`config.mk`:
```
export PLATFORM = sky130hd
export DESIGN_NAME = rv_decode
export DESIGN_NICKNAME = d
export VERILOG_FILES = /design/src/verilog/rv_isa_pkg.sv /design/src/verilog/uop_pkg.sv /design/src/verilog/decode_ctrl_if.sv /design/src/verilog/decode_ctrl.sv /design/src/verilog/imm_gen.sv /design/src/verilog/decode_lane.sv /design/src/verilog/uop_stage.sv /design/src/verilog/rv_decode.sv
export VERILOG_INCLUDE_DIRS = /design/src /design/src/verilog
export SDC_FILE = /design/constraint.sdc
export NUM_CORES = 1
export LEC_CHECK = 0
export ABC_AREA = 1
export BUFFER_PORTS_ARGS = -buffer_cell sky130_fd_sc_hd__buf_2
export CAP_MARGIN = 20
export CORE_AREA = 2 2 152 154
export DETAILED_ROUTE_END_ITERATION = 7
export DIE_AREA = 0 0 154 156
export PLACE_DENSITY = 0.68
export SYNTH_ARGS = -nofsm -noshare
export SYNTH_HDL_FRONTEND = slang
export SYNTH_SLANG_ARGS = --single-unit
```
`constraint.sdc`:
```
create_clock -name clock -period 4.8 [get_ports clock]
set_input_delay 0.24 -clock clock [delete_from_list [all_inputs] [get_ports clock]]
set_output_delay 0.24 -clock clock [all_outputs]
set_load 0.05 [all_outputs]
```
`src/verilog/rv_decode_cfg.svh`:
```
/*
 * width settings for the decode stage
 * data width, lane count, register index width
 */

`ifndef RV_DECODE_CFG_SVH
`define RV_DECODE_CFG_SVH

// data and pc width
`define XLEN 32

// lanes per bundle, 1 to 4
`define DECODE_WIDTH 2

// architectural register index
`define ARF_IDX_W 5

`endif

```
`src/verilog/rv_isa_pkg.sv`:
```
/*
 * RV32I encoding types
 * major opcodes, immediate formats, instruction word
 */

package rv_isa_pkg;

        // raw instruction word
        typedef logic [31:0] inst_t;

        // major opcodes handled by the decoder
        typedef enum logic [6:0] {
                OPC_LOAD   = 7'b0000011,
                OPC_OP_IMM = 7'b0010011,
                OPC_AUIPC  = 7'b0010111,
                OPC_STORE  = 7'b0100011,
                OPC_OP     = 7'b0110011,
                OPC_LUI    = 7'b0110111,
                OPC_BRANCH = 7'b1100011
        } opcode_e;

        // immediate layouts
        typedef enum logic [2:0] {
                IMM_NONE  = 3'd0,
                IMM_I     = 3'd1,
                IMM_S     = 3'd2,
                IMM_B     = 3'd3,
                IMM_U     = 3'd4,
                IMM_SHAMT = 3'd5
        } imm_fmt_e;

        // funct7 values for base and alternate ops
        localparam logic [6:0] F7_BASE = 7'b0000000;
        localparam logic [6:0] F7_ALT  = 7'b0100000;

endpackage

```
`src/verilog/uop_pkg.sv`:
```
/*
 * micro-op field enums and structs
 * fetch buffer entry and decoded micro-op
 */

`include "rv_decode_cfg.svh"

package uop_pkg;

        typedef enum logic [1:0] {
                IQ_NONE = 2'd0,
                IQ_INT  = 2'd1,
                IQ_MEM  = 2'd2
        } iq_code_e;

        typedef enum logic [1:0] {
                FU_NONE = 2'd0,
                FU_ALU  = 2'd1,
                FU_BR   = 2'd2,
                FU_MEM  = 2'd3
        } fu_code_e;

        typedef enum logic [3:0] {
                ALU_NONE = 4'd0,
                ALU_ADD  = 4'd1,
                ALU_SUB  = 4'd2,
                ALU_SLL  = 4'd3,
                ALU_SLT  = 4'd4,
                ALU_SLTU = 4'd5,
                ALU_XOR  = 4'd6,
                ALU_SRL  = 4'd7,
                ALU_SRA  = 4'd8,
                ALU_OR   = 4'd9,
                ALU_AND  = 4'd10
        } alu_type_e;

        typedef enum logic [2:0] {
                BR_NONE = 3'd0,
                BR_EQ   = 3'd1,
                BR_NE   = 3'd2,
                BR_LT   = 3'd3,
                BR_GE   = 3'd4,
                BR_LTU  = 3'd5,
                BR_GEU  = 3'd6
        } br_type_e;

        typedef enum logic [1:0] {
                MEM_NONE = 2'd0,
                MEM_LD   = 2'd1,
                MEM_LDU  = 2'd2,
                MEM_ST   = 2'd3
        } mem_type_e;

        // encoding matches funct3[1:0] of loads and stores
        typedef enum logic [1:0] {
                MEM_BYTE = 2'd0,
                MEM_HALF = 2'd1,
                MEM_WORD = 2'd2
        } mem_size_e;

        typedef enum logic [1:0] {
                RS_FROM_ZERO = 2'd0,
                RS_FROM_RF   = 2'd1,
                RS_FROM_PC   = 2'd2,
                RS_FROM_IMM  = 2'd3
        } rs_source_e;

        typedef struct packed {
                logic [`XLEN-1:0]  pc;
                rv_isa_pkg::inst_t inst;
        } fb_entry_t;

        typedef struct packed {
                logic                  valid;
                logic [`XLEN-1:0]      pc;
                rv_isa_pkg::inst_t     inst;
                iq_code_e              iq_code;
                fu_code_e              fu_code;
                alu_type_e             alu_type;
                br_type_e              br_type;
                mem_type_e             mem_type;
                mem_size_e             mem_size;
                logic [`XLEN-1:0]      imm;
                rs_source_e            rs1_source;
                logic [`ARF_IDX_W-1:0] rs1_arf_int_index;
                rs_source_e            rs2_source;
                logic [`ARF_IDX_W-1:0] rs2_arf_int_index;
                logic [`ARF_IDX_W-1:0] rd_arf_int_index;
                logic                  rd_valid;
        } micro_op_t;

endpackage

```
`src/verilog/decode_ctrl_if.sv`:
```
/*
 * decoded control fields, decoder to lane
 */

`timescale 1ns/1ps

interface decode_ctrl_if;
        import rv_isa_pkg::*;
        import uop_pkg::*;

        iq_code_e   iq_code;
        fu_code_e   fu_code;
        alu_type_e  alu_type;
        br_type_e   br_type;
        mem_type_e  mem_type;
        mem_size_e  mem_size;
        imm_fmt_e   imm_fmt;
        rs_source_e rs1_source;
        rs_source_e rs2_source;
        logic       rd_valid;
        logic       legal;

        modport decoder (
                output iq_code, fu_code, alu_type, br_type, mem_type, mem_size,
                       imm_fmt, rs1_source, rs2_source, rd_valid, legal
        );

        modport lane (
                input iq_code, fu_code, alu_type, br_type, mem_type, mem_size,
                      imm_fmt, rs1_source, rs2_source, rd_valid, legal
        );
endinterface

```
`src/verilog/decode_ctrl.sv`:
```
/*
 * opcode decoder
 * control fields, immediate format, legal flag
 */

`timescale 1ns/1ps

module decode_ctrl (
        input  rv_isa_pkg::inst_t inst,
        decode_ctrl_if.decoder    ctrl
);
        import rv_isa_pkg::*;
        import uop_pkg::*;

        opcode_e    opcode;
        logic [2:0] funct3;
        logic [6:0] funct7;
        alu_type_e  alu_op;
        br_type_e   br_op;

        // shared by OP_IMM and OP, reg_op selects the funct7 checks of OP
        function automatic alu_type_e alu_decode(input logic [2:0] f3,
                                                 input logic [6:0] f7,
                                                 input logic reg_op);
                alu_type_e op;
                logic      plain;
                op = ALU_NONE;
                plain = !reg_op || (f7 == F7_BASE);
                case (f3)
                        3'b000: begin
                                if (plain)
                                        op = ALU_ADD;
                                else if (f7 == F7_ALT)
                                        op = ALU_SUB;
                        end
                        3'b001: if (f7 == F7_BASE) op = ALU_SLL;
                        3'b010: if (plain) op = ALU_SLT;
                        3'b011: if (plain) op = ALU_SLTU;
                        3'b100: if (plain) op = ALU_XOR;
                        3'b101: begin
                                if (f7 == F7_BASE)
                                        op = ALU_SRL;
                                else if (f7 == F7_ALT)
                                        op = ALU_SRA;
                        end
                        3'b110: if (plain) op = ALU_OR;
                        default: if (plain) op = ALU_AND;
                endcase
                return op;
        endfunction

        function automatic br_type_e br_decode(input logic [2:0] f3);
                case (f3)
                        3'b000:  return BR_EQ;
                        3'b001:  return BR_NE;
                        3'b100:  return BR_LT;
                        3'b101:  return BR_GE;
                        3'b110:  return BR_LTU;
                        3'b111:  return BR_GEU;
                        default: return BR_NONE;
                endcase
        endfunction

        assign opcode = opcode_e'(inst[6:0]);
        assign funct3 = inst[14:12];
        assign funct7 = inst[31:25];
        assign alu_op = alu_decode(funct3, funct7, opcode == OPC_OP);
        assign br_op  = br_decode(funct3);

        always_comb begin
                ctrl.iq_code    = IQ_NONE;
                ctrl.fu_code    = FU_NONE;
                ctrl.alu_type   = ALU_NONE;
                ctrl.br_type    = BR_NONE;
                ctrl.mem_type   = MEM_NONE;
                ctrl.mem_size   = MEM_BYTE;
                ctrl.imm_fmt    = IMM_NONE;
                ctrl.rs1_source = RS_FROM_ZERO;
                ctrl.rs2_source = RS_FROM_ZERO;
                ctrl.rd_valid   = 1'b0;
                ctrl.legal      = 1'b0;
                case (opcode)
                        OPC_LUI, OPC_AUIPC: begin
                                ctrl.legal      = 1'b1;
                                ctrl.iq_code    = IQ_INT;
                                ctrl.fu_code    = FU_ALU;
                                ctrl.alu_type   = ALU_ADD;
                                ctrl.imm_fmt    = IMM_U;
                                ctrl.rs1_source = (opcode == OPC_AUIPC) ? RS_FROM_PC
                                                                        : RS_FROM_ZERO;
                                ctrl.rs2_source = RS_FROM_IMM;
                                ctrl.rd_valid   = 1'b1;
                        end
                        OPC_OP_IMM, OPC_OP: begin
                                if (alu_op != ALU_NONE) begin
                                        ctrl.legal      = 1'b1;
                                        ctrl.iq_code    = IQ_INT;
                                        ctrl.fu_code    = FU_ALU;
                                        ctrl.alu_type   = alu_op;
                                        ctrl.rs1_source = RS_FROM_RF;
                                        ctrl.rd_valid   = 1'b1;
                                        if (opcode == OPC_OP) begin
                                                ctrl.rs2_source = RS_FROM_RF;
                                        end else begin
                                                ctrl.rs2_source = RS_FROM_IMM;
                                                // shifts sit at funct3 001 and 101
                                                ctrl.imm_fmt = (funct3[1:0] == 2'b01) ?
                                                               IMM_SHAMT : IMM_I;
                                        end
                                end
                        end
                        OPC_BRANCH: begin
                                // branch target handled later, imm stays zero
                                if (br_op != BR_NONE) begin
                                        ctrl.legal      = 1'b1;
                                        ctrl.iq_code    = IQ_INT;
                                        ctrl.fu_code    = FU_BR;
                                        ctrl.br_type    = br_op;
                                        ctrl.rs1_source = RS_FROM_RF;
                                        ctrl.rs2_source = RS_FROM_RF;
                                end
                        end
                        OPC_LOAD: begin
                                // no LWU and no size 11 in RV32I
                                if (funct3[1:0] != 2'b11 && !(funct3[2] && funct3[1])) begin
                                        ctrl.legal      = 1'b1;
                                        ctrl.iq_code    = IQ_MEM;
                                        ctrl.fu_code    = FU_MEM;
                                        ctrl.mem_type   = funct3[2] ? MEM_LDU : MEM_LD;
                                        ctrl.mem_size   = mem_size_e'(funct3[1:0]);
                                        ctrl.imm_fmt    = IMM_I;
                                        ctrl.rs1_source = RS_FROM_RF;
                                        ctrl.rs2_source = RS_FROM_IMM;
                                        ctrl.rd_valid   = 1'b1;
                                end
                        end
                        OPC_STORE: begin
                                if (!funct3[2] && funct3[1:0] != 2'b11) begin
                                        ctrl.legal      = 1'b1;
                                        ctrl.iq_code    = IQ_MEM;
                                        ctrl.fu_code    = FU_MEM;
                                        ctrl.mem_type   = MEM_ST;
                                        ctrl.mem_size   = mem_size_e'(funct3[1:0]);
                                        ctrl.imm_fmt    = IMM_S;
                                        ctrl.rs1_source = RS_FROM_RF;
                                        ctrl.rs2_source = RS_FROM_RF;
                                end
                        end
                        default: begin
                                ctrl.legal = 1'b0;
                        end
                endcase
        end
endmodule

```
`src/verilog/imm_gen.sv`:
```
/*
 * immediate extraction and sign extension
 */

`timescale 1ns/1ps
`include "rv_decode_cfg.svh"

module imm_gen (
        input  rv_isa_pkg::inst_t    inst,
        input  rv_isa_pkg::imm_fmt_e imm_fmt,
        output logic [`XLEN-1:0]     imm
);
        import rv_isa_pkg::*;

        always_comb begin
                case (imm_fmt)
                        IMM_I:
                                imm = {{(`XLEN-12){inst[31]}}, inst[31:20]};
                        IMM_S:
                                imm = {{(`XLEN-12){inst[31]}}, inst[31:25], inst[11:7]};
                        IMM_B:
                                imm = {{(`XLEN-13){inst[31]}}, inst[31], inst[7],
                                       inst[30:25], inst[11:8], 1'b0};
                        IMM_U:
                                imm = {{(`XLEN-32){inst[31]}}, inst[31:12], 12'b0};
                        // shift amount is unsigned
                        IMM_SHAMT:
                                imm = {{(`XLEN-5){1'b0}}, inst[24:20]};
                        default:
                                imm = '0;
                endcase
        end
endmodule

```
`src/verilog/decode_lane.sv`:
```
/*
 * one decode lane
 * control fields, immediate and register indices into a micro-op
 */

`timescale 1ns/1ps
`include "rv_decode_cfg.svh"

module decode_lane (
        input  uop_pkg::fb_entry_t fb_entry,
        input  logic               valid,
        output uop_pkg::micro_op_t uop
);
        import uop_pkg::*;

        decode_ctrl_if         ctrl ();
        logic [`XLEN-1:0]      imm;
        logic [`ARF_IDX_W-1:0] rs1_idx;
        logic [`ARF_IDX_W-1:0] rs2_idx;
        logic [`ARF_IDX_W-1:0] rd_idx;

        decode_ctrl u_ctrl (
                .inst (fb_entry.inst),
                .ctrl (ctrl)
        );

        imm_gen u_imm (
                .inst    (fb_entry.inst),
                .imm_fmt (ctrl.imm_fmt),
                .imm     (imm)
        );

        // indices only where the operand really comes from the register file
        assign rs1_idx = (ctrl.rs1_source == RS_FROM_RF) ? fb_entry.inst[19:15] : '0;
        assign rs2_idx = (ctrl.rs2_source == RS_FROM_RF) ? fb_entry.inst[24:20] : '0;
        assign rd_idx  = ctrl.rd_valid ? fb_entry.inst[11:7] : '0;

        always_comb begin
                uop = '0;
                // illegal encodings leave the whole micro-op empty
                if (ctrl.legal) begin
                        uop.valid             = valid;
                        uop.pc                = fb_entry.pc;
                        uop.inst              = fb_entry.inst;
                        uop.iq_code           = ctrl.iq_code;
                        uop.fu_code           = ctrl.fu_code;
                        uop.alu_type          = ctrl.alu_type;
                        uop.br_type           = ctrl.br_type;
                        uop.mem_type          = ctrl.mem_type;
                        uop.mem_size          = ctrl.mem_size;
                        uop.imm               = imm;
                        uop.rs1_source        = ctrl.rs1_source;
                        uop.rs1_arf_int_index = rs1_idx;
                        uop.rs2_source        = ctrl.rs2_source;
                        uop.rs2_arf_int_index = rs2_idx;
                        uop.rd_arf_int_index  = rd_idx;
                        uop.rd_valid          = ctrl.rd_valid;
                end
        end
endmodule

```
`src/verilog/uop_stage.sv`:
```
/*
 * bundle register for decoded micro-ops
 */

`timescale 1ns/1ps
`include "rv_decode_cfg.svh"

module uop_stage (
        input  logic                                   clock,
        input  logic                                   rst,
        input  uop_pkg::micro_op_t [`DECODE_WIDTH-1:0] uops_in,
        output uop_pkg::micro_op_t [`DECODE_WIDTH-1:0] uops
);

        // whole bundle advances every cycle, no stall
        always_ff @(posedge clock) begin
                if (rst) begin
                        uops <= '0;
                end else begin
                        uops <= uops_in;
                end
        end
endmodule

```
`src/verilog/rv_decode.sv`:
```
/*
 * decode stage top
 * per-lane decoders and the output register
 */

`timescale 1ns/1ps
`include "rv_decode_cfg.svh"

module rv_decode (
        input  logic                                   clock,
        input  logic                                   rst,
        input  uop_pkg::fb_entry_t [`DECODE_WIDTH-1:0] insts,
        input  logic [`DECODE_WIDTH-1:0]               insts_valid,
        output uop_pkg::micro_op_t [`DECODE_WIDTH-1:0] uops
);
        import uop_pkg::*;

        micro_op_t [`DECODE_WIDTH-1:0] lane_uops;

        // lanes are independent of each other
        for (genvar i = 0; i < `DECODE_WIDTH; i++) begin : g_lane
                decode_lane u_lane (
                        .fb_entry (insts[i]),
                        .valid    (insts_valid[i]),
                        .uop      (lane_uops[i])
                );
        end

        uop_stage u_stage (
                .clock   (clock),
                .rst     (rst),
                .uops_in (lane_uops),
                .uops    (uops)
        );
endmodule

```
==> results of run 1 <==
==> stage by stage <==
| step | setup WS [ns] | std cells |
|---|---|---|
| global route | 0.849 | 1852 |
| CTS | 1.36 | 1852 |
| finish | 1.18 | 1852 |
| detailed placement | 1.49 | 1693 |
| floorplan | 3.08 | 1045 |
| global placement | 1.64 | 1693 |
==> cell families (layout without fill, tap and decap cells) <==
family	after synthesis	in the layout	synth area share (%)
AND/OR/NAND/NOR	413	413	20.6
buffers and inverters	265	787	12.7
flip-flops	264	264	60.5
AO/OA/AOI/OAI	101	101	6.16
other	1	2	0.0429
==> Yosys cell counts (all sizes together) <==
| cell type | number | area [µm²] |
|---|---|---|
| o21ai | 36 | 184 |
| o21a | 1 | 7.51 |
| or2 | 1 | 6.26 |
| o311ai | 1 | 8.76 |
| inv | 229 | 860 |
| nand2 | 130 | 583 |
| nor3 | 15 | 75.1 |
| nand3 | 52 | 270 |
| dfxtp | 264 | 5290 |
| a21oi | 62 | 329 |
| nand4 | 8 | 56.3 |
| conb | 1 | 3.75 |
| o2111ai | 1 | 8.76 |
| nor2 | 207 | 810 |
| buf | 28 | 215 |
| clkbuf | 8 | 30.0 |
==> area by class of cell <==
type	count	area share [%]
inverter	229	6.69
clock buffer	35	5.81
timing repair buffer	509	24.2
clock inverter	14	1.09
tap	285	2.78
multi-input combinational	516	18.3
sequential	264	41.1
==> layout by cell type, fill, tap and decap left out <==
| cell type | n |
|---|---|
| a21oi_1 | 59 |
| a21oi_2 | 2 |
| a21oi_4 | 1 |
| buf_2 | 395 |
| buf_4 | 4 |
| bufinv_16 | 2 |
| clkbuf_1 | 4 |
| clkbuf_16 | 27 |
| clkbuf_8 | 4 |
| clkinv_2 | 6 |
| clkinv_4 | 4 |
| clkinvlp_4 | 2 |
| conb_1 | 2 |
| dfxtp_1 | 264 |
| dlygate4sd3_1 | 110 |
| inv_1 | 213 |
| inv_2 | 16 |
| nand2_1 | 107 |
| nand2_2 | 15 |
| nand2_4 | 8 |
| nand3_1 | 50 |
| nand3_2 | 2 |
| nand4_1 | 7 |
| nand4_2 | 1 |
| nor2_1 | 196 |
| nor2_2 | 10 |
| nor2_4 | 1 |
| nor3_1 | 15 |
| o2111ai_1 | 1 |
| o21a_1 | 1 |
| o21ai_0 | 34 |
| o21ai_1 | 1 |
| o21ai_2 | 1 |
| o311ai_0 | 1 |
| or2_2 | 1 |
==> how the worst max path moves through the flow <==
stage	from	end	slack [ns]	depth (start not counted)
CTS	insts[2]	u_stage.uops[21]	1.36	11
detailed placement	insts[6]	u_stage.uops[69]	1.49	11
global placement	insts[6]	u_stage.uops[60]	1.64	11
finish	insts[2]	u_stage.uops[21]	1.18	11
floorplan	insts[64]	u_stage.uops[158]	3.08	15
global route	insts[2]	u_stage.uops[21]	0.85	11
==> tightest hold or removal path, cell delays in order <==
cell and delay (ns):
buf_2 0.13, nand2_1 0.07, a21oi_1 0.06
==> per-layer routing <==
layer | global-route usage [%] | part of all wire, % | vias to the layer above
li1 | - | - | 4104
met2 | 41.4 | 51 | 381
met1 | 24.0 | 37 | 3778
met3 | 6.33 | 9.0 | 58
met5 | 0 | 0 | -
met4 | 6.94 | 3.1 | 0
==> power by group through the flow <==
stage / combinational [mW] / sequential (mW) / clock [mW]
after global placement: 0.241 / 2.26 / 0
after floorplan: 0.0871 / 2.31 / 0
after detailed placement: 0.243 / 2.26 / 0
final: 0.318 / 2.21 / 2.06
after global routing: 0.344 / 2.21 / 2.20
after CTS: 0.312 / 2.21 / 2.11
==> repair_timing <==
| item | 4_1_cts | 5_1_grt |
|---|---|---|
| hold buffers | 110 | 0 |
| gates resized for setup | 0 | 0 |
| endpoints found under the hold margin | 145 | 0 |
==> flow_summary.json, run 1 <==
{
  "cts.htree.levels": 1,
  "track_usage_pct": 22.1,
  "hold_path_startpoint": "insts[22]",
  "post_cts_buffers": 0,
  "grt_antenna_before_repair": 0,
  "hp-class": "in2reg",
  "dr.first_iter.drc_count": 536,
  "fin_crit_ns": 3.62,
  "crit_chain": "dlygate4sd3_1, buf_2, inv_1, nor3_1, nand2_1, inv_1, a21oi_1, nand4_1, nand2_2, a21oi_1, dlygate4sd3_1",
  "largest_register": "u_stage.uops",
  "fillCellCount": 1959,
  "p_sw_mw": 1.05,
  "p_int_mw": 3.54,
  "routed_wl_mm": 27.9,
  "ant_nets": 0,
  "cts_tree": "yes",
  "coreArea_mm2": 0.0224,
  "rows": 55,
  "outcome": "finished, final reports clean",
  "n_antenna_cell": 0,
  "cellPowerDensity_mw_per_mm2": 357,
  "cp.buffers_inverters": 5,
  "ys_warn_count": 0,
  "comb_power_share_pct": 6.9,
  "clkPwrFrac_pct": 44.9,
  "clock_tree.buffer_depth": 3,
  "ys_types": 31,
  "switching_share_pct": 22.8,
  "hold_viol_final": 0,
  "grt_pass1_wl_mm": 42.5,
  "grt-ovfl-total": 0,
  "setup_viol": 0,
  "finalPower_mw": 4.59,
  "timing.hold.ws_ns": 0.0373,
  "cts_root_buffer": "clkbuf_16",
  "dpl_cell_area_mm2": 0.0109,
  "cap_violations": 0,
  "numCtsBuffers": 27,
  "maxSlewViolCount": 0,
  "p_seq_share_pct": 48.2,
  "reg_top3": "u_stage.uops x264",
  "final_core_util_pct": 57.4,
  "die_area_mm2": 0.0240,
  "syn_area_per_cell_um2": 8.36,
  "drt_first_pass_iters": 5,
  "die_w_um": 154,
  "path_max_fanout": 45,
  "worst_pin_slew_ns": 1.03,
  "ys_ff_latch": 264,
  "seq_area_frac_synth_pct": 60.5,
  "register_area_mm2": 0.00529,
  "fin_area_mm2": 0.0128,
  "slew_headroom_pct": 30.6,
  "fin_crit_sh_pct": 75.4,
  "largest_reg_flops": 264,
  "endpoint_kind": "flip-flop",
  "syn_to_final_growth_pct": 47.1,
  "vdd_drop_max_uv": 290,
  "routedWlPerCell_um": 15.1,
  "cts.sinks": 264,
  "gp_congestion": 0.889,
  "worstPathArrival_ns": 4.02,
  "multi_input_area_mm2": 0.00235,
  "numPortBuffers": 395,
  "start_util_pct": 39.0,
  "p_leak_nw": 7.23,
  "drive_gt1_share_pct": 32.0,
  "worst_setup_path_start_kind": "input pin",
  "grt_max_degree": 46,
  "nets": 1679,
  "place_hpwl_mm": 19.7,
  "vias": 8321,
  "rsz0062_at_grt": "no",
  "cp_slowest_stage_delay_ns": 0.89,
  "path_class": "in2reg",
  "clk_pin_slew_ns": 0.06,
  "required_ns": 5.20,
  "setup_tns_ns": 0,
  "io_pins": 396,
  "chipHeight_um": 156,
  "cp_slowest_cell": "nand2_2",
  "whs_path_depth": 3,
  "vias_per_cell": 4.49,
  "grt_pass1_vias": 8188,
  "syn_area_mm2": 0.00873,
  "netlist_instances": 1044,
  "drc": 0,
  "cp_top_family": "simple AND/OR/NAND/NOR gates",
  "holdPathEnd": "u_stage.uops[22]",
  "fmax_mhz": 276
}
No activity file was read; power rests on OpenSTA's default activity.
==> inputs of run 2 (changes only) <==
--- a/config.mk
+++ b/config.mk
@@ -12,7 +12,7 @@
 export CORE_AREA = 2 2 152 154
 export DETAILED_ROUTE_END_ITERATION = 7
 export DIE_AREA = 0 0 154 156
-export PLACE_DENSITY = 0.68
+export PLACE_DENSITY = 0.71
 export SYNTH_ARGS = -nofsm -noshare
 export SYNTH_HDL_FRONTEND = slang
 export SYNTH_SLANG_ARGS = --single-unit
==> constraint.sdc (replaced) <==
create_clock -name clock -period 3 [get_ports clock]
set_input_delay 0.15 -clock clock [delete_from_list [all_inputs] [get_ports clock]]
set_output_delay 0.15 -clock clock [all_outputs]
set_load 0.05 [all_outputs]
==> flow_summary.json, run 2 (same netlist as run 1, synthesis figures left out) <==
{
  "clk_pin_slew_ns": 0.06,
  "cellPowerDensity_mw_per_mm2": 562,
  "most-common-layout-cells": "395 x buf_2, 264 x dfxtp_1, 213 x inv_1",
  "crit_chain": "dlygate4sd3_1, buf_2, nor2_1, nand2_1, inv_1, nand2_2, a21oi_2, nand2_1, nand3_1, nand2_2, nand2_4, nand2_2, nand2_2, nand2_1, a21oi_1",
  "final_common_cell": "buf_2",
  "instances_no_fill": 1872,
  "timing.hold.ws_ns": 0.0241,
  "routed_wl_mm": 28.7,
  "drive_gt1_share_pct": 31.8,
  "endpoint_kind": "flip-flop",
  "n_antenna_cell": 0,
  "fin_crit_ns": 2.42,
  "cp_slowest_stage_delay_ns": 0.52,
  "vias_per_cell": 4.52,
  "hold_viol_final": 0,
  "chipHeight_um": 156,
  "cts.sinks": 264,
  "cap_violations": 0,
  "grt_pass1_vias": 8472,
  "worst_slack_ns": 0.577,
  "cts_root_buffer": "clkbuf_16",
  "setup_tns_ns": 0,
  "reg_top3": "u_stage.uops x264",
  "place_inst": 1699,
  "worst_pin_slew_ns": 0.790,
  "clock_tree.buffer_depth": 3,
  "die_area_mm2": 0.0240,
  "rsz0062_at_grt": "no",
  "rows": 55,
  "place_hpwl_mm": 20.1,
  "numCtsBuffers": 27,
  "track_usage_pct": 22.7,
  "slew_headroom_pct": 47.2,
  "fmax_mhz": 413,
  "io_pins": 396,
  "start_util_pct": 39.0,
  "largest_reg_flops": 264,
  "cp_slowest_cell": "dlygate4sd3_1",
  "largest_register": "u_stage.uops",
  "fin_crit_sh_pct": 80.8,
  "place_ws_ns": 0.630,
  "grt_pass1_wl_mm": 43.5,
  "post_cts_buffers": 0,
  "worst_setup_path_start_kind": "input pin",
  "gp_congestion": 0.876,
  "drc": 0,
  "vias": 8468,
  "cts.htree.levels": 1,
  "dr.first_iter.drc_count": 494,
  "cts_resized": 0,
  "die_w_um": 154,
  "cts_tree": "yes",
  "maxSlewViolCount": 0,
  "path_common_cell": "nand2_2",
  "drt_first_pass_iters": 5,
  "worstPathArrival_ns": 2.87,
  "grt_max_degree": 70,
  "required_ns": 3.44,
  "final_core_util_pct": 58.3,
  "routedWlPerCell_um": 15.3,
  "numPortBuffers": 395,
  "syn_to_final_growth_pct": 49.2,
  "hp-class": "in2reg",
  "setup_viol": 0,
  "coreArea_mm2": 0.0224,
  "startpoint": "insts[89]",
  "hold_path_startpoint": "insts[69]",
  "grt-ovfl-total": 0,
  "outcome": "finished, final reports clean",
  "nets": 1699,
  "path_class": "in2reg",
  "p_leak_nw": 7.31,
  "path_max_fanout": 21,
  "vdd_drop_max_uv": 428,
  "ant_nets": 0,
  "grt_antenna_before_repair": 0
}
[run 2: cell count changes in the layout (fill, tap and decap cells not counted), moves of 2 or more]
cell / delta
buf_4: +5
clkbuf_1: +3
clkbuf_8: +3
clkinv_2: -2
clkinv_4: -3
dlygate4sd3_1: +14
[run 2: worst max-delay path, delay by kind of cell]
kind / cells / cell delay, ns
buf+inv: 3 / 0.81
compound gates: 2 / 0.51
simple gates: 10 / 1.40
[run 2: per-layer routing]
metal,GRT usage [%],vias up,wire (µm)
met3,5.72,69,2350
li1,-,4147,-
met2,42.8,382,14500
met1,24.5,3870,10900
met5,0,-,0
met4,8.23,0,909
[run 2: final timing paths]
| kind | end | slack (ns) | cells past startpoint |
|---|---|---|---|
| worst max-delay path | u_stage.uops[180] | 0.58 | 15 |
| worst min-delay path | u_stage.uops[204] | 0.02 | 3 |
[run 2: repair_timing]
| item | CTS | global route |
|---|---|---|
| setup endpoints to repair | 0 | 0 |
| endpoints found under the hold margin | 194 | 0 |
| hold buffers | 124 | 0 |
[run 2: area by class of cell]
cell class                      instances  area, µm²
Fill cell                            1948       9340
Sequential cell                       264       5290
Timing Repair Buffer                  529       3310
Inverter                              229        860
Clock inverter                          8       75.1
Clock buffer                           41        798
Tap cell                              285        357
Multi-Input combinational cell        516       2350
[run 2: per-stage QoR]
stage               total power [mW]  instance area [µm²]
floorplan                       3.84                 8740
global placement                4.01                10900
detailed placement              4.01                10900
CTS                             7.38                13000
global route                    7.56                13000
finish                          7.32                13000
[run 2: power breakdown]
group | internal (mW) | total [mW] | switching (mW)
clock | 1.92 | 3.25 | 1.33
combinational | 0.224 | 0.530 | 0.306
sequential | 3.53 | 3.54 | 0.00633
==> inputs of run 3 (changes only) <==
==> constraint.sdc (replaced) <==
create_clock -name clock -period 2.2 [get_ports clock]
set_input_delay 0.11 -clock clock [delete_from_list [all_inputs] [get_ports clock]]
set_output_delay 0.11 -clock clock [all_outputs]
set_load 0.05 [all_outputs]
==> flow_summary.json, run 3 (same netlist as run 1, synthesis figures left out) <==
{
  "comb_power_share_pct": 7.3,
  "die_area_mm2": 0.0240,
  "fin_area_mm2": 0.0132,
  "most-common-layout-cells": "395 x buf_2, 264 x dfxtp_1, 213 x inv_1",
  "clock_tree.buffer_depth": 3,
  "drc": 0,
  "start_util_pct": 39.0,
  "drt_first_pass_iters": 7,
  "p_seq_share_pct": 47.5,
  "numPortBuffers": 395,
  "cts_tree": "yes",
  "vias_per_cell": 4.58,
  "required_ns": 2.66,
  "nets": 1713,
  "p_leak_nw": 7.40,
  "io_pins": 396,
  "grt_max_degree": 67,
  "p_sw_mw": 2.34,
  "maxSlewViolCount": 0,
  "dr.first_iter.drc_count": 539,
  "chipHeight_um": 156,
  "grt_pass1_vias": 8854,
  "cap_violations": 0,
  "n_antenna_cell": 0,
  "rows": 55,
  "timing.hold.ws_ns": 0.0320,
  "switching_share_pct": 23.1,
  "place_hpwl_mm": 20.2,
  "hp-class": "in2reg",
  "fin_crit_sh_pct": 93.6,
  "die_w_um": 154,
  "cts_root_buffer": "clkbuf_16",
  "fmax_mhz": 486,
  "outcome": "finished, final reports clean",
  "path_max_fanout": 20,
  "fillCellCount": 1868,
  "place_inst": 1710,
  "clkPwrFrac_pct": 45.2,
  "reg_top3": "u_stage.uops x264",
  "ant_nets": 0,
  "p_int_mw": 7.80,
  "largest_register": "u_stage.uops",
  "fin_crit_ns": 2.06,
  "vias": 8632,
  "coreArea_mm2": 0.0224,
  "clk_pin_slew_ns": 0.06,
  "rsz0062_at_grt": "yes",
  "gp_congestion": 0.884,
  "grt-ovfl-total": 0,
  "numCtsBuffers": 27,
  "worstPathArrival_ns": 2.52,
  "register_area_mm2": 0.00529,
  "worst_pin_slew_ns": 0.795,
  "multi_input_area_mm2": 0.00238,
  "hold_viol_final": 0,
  "setup_viol": 0,
  "syn_to_final_growth_pct": 51.3,
  "largest_reg_flops": 264,
  "routedWlPerCell_um": 15.6,
  "cts.htree.levels": 1,
  "instances_no_fill": 1886,
  "grt_antenna_before_repair": 0,
  "worst_setup_path_start_kind": "input pin",
  "cts.sinks": 264,
  "final_common_cell": "buf_2",
  "vdd_drop_max_uv": 722,
  "cellPowerDensity_mw_per_mm2": 768,
  "grt_pass1_wl_mm": 45.4,
  "path_class": "in2reg",
  "dpl_cell_area_mm2": 0.0110,
  "slew_headroom_pct": 46.4,
  "drive_gt1_share_pct": 32.5,
  "routed_wl_mm": 29.4,
  "track_usage_pct": 23.6,
  "endpoint_kind": "flip-flop"
}
## run 3: cell count changes in the layout (fill, tap and decap cells not counted), moves of 2 or more
cell / previous run / this run
clkbuf_1: 7 / 4
dlygate4sd3_1: 124 / 127
nand2_8: 0 / 2
buf_4: 9 / 19
clkbuf_8: 7 / 5
## run 3: worst paths after layout
path	from	to	slack, ns	cells after the start
min	insts[14]	u_stage.uops[55]	0.03	3
max	insts[67]	u_stage.uops[179]	0.14	14
## run 3: final cells by class
type                    instances  share of cell area [%]
clock inverters                13                    1.07
multi-input cells             516                    18.0
well taps                     285                    2.70
repair buffers                543                    26.0
flip-flops and latches        264                    40.0
clock buffers                  36                    5.75
inverters                     229                    6.51
## run 3: power groups by stage
stage / combinational, mW / clock (mW) / sequential [mW]
detailed placement: 0.545 / 0 / 4.93
CTS: 0.723 / 4.67 / 4.82
finish: 0.741 / 4.58 / 4.82
floorplan: 0.190 / 0 / 5.04
global route: 0.801 / 4.87 / 4.82
global placement: 0.542 / 0 / 4.93
## run 3: what timing repair did
item,CTS,global route
resized for setup,0,5
buffers inserted,0,0
endpoints found under the hold margin,213,0
hold buffers,127,0
endpoints found under the setup margin,0,24
## run 3: metal layers
| layer | GRT usage [%] | vias to the layer above | part of all wire (%) |
|---|---|---|---|
| met5 | 0 | - | 0 |
| met4 | 10.8 | 0 | 4.1 |
| met3 | 5.78 | 86 | 8.2 |
| met2 | 43.9 | 432 | 51 |
| met1 | 25.1 | 3944 | 37 |
| li1 | - | 4170 | - |
## run 3: metrics by stage
step	TNS [ns]	util [%]	power, mW	worst slack [ns]
2_1_floorplan	0	-	5.23	0.607
3_3_place_gp	0	49.2	5.47	0.199
3_5_place_dp	0	49.2	5.47	0.107
4_1_cts	0	58.9	10.2	0.0851
5_1_grt	-0.0107	59.1	10.5	-0.00968
6_report	0	59.1	10.1	0.142
## run 3: worst max-delay path, stage by stage
cell and delay, ns:
dlygate4sd3_1 0.54, buf_2 0.14, nor2_1 0.15, nand2_2 0.13, nor2_2 0.13, inv_2 0.07
nor2_2 0.14, nand4_1 0.13, buf_4 0.21, nor2_1 0.09, inv_1 0.26, o21ai_0 0.20
inv_1 0.06, a21oi_1 0.14
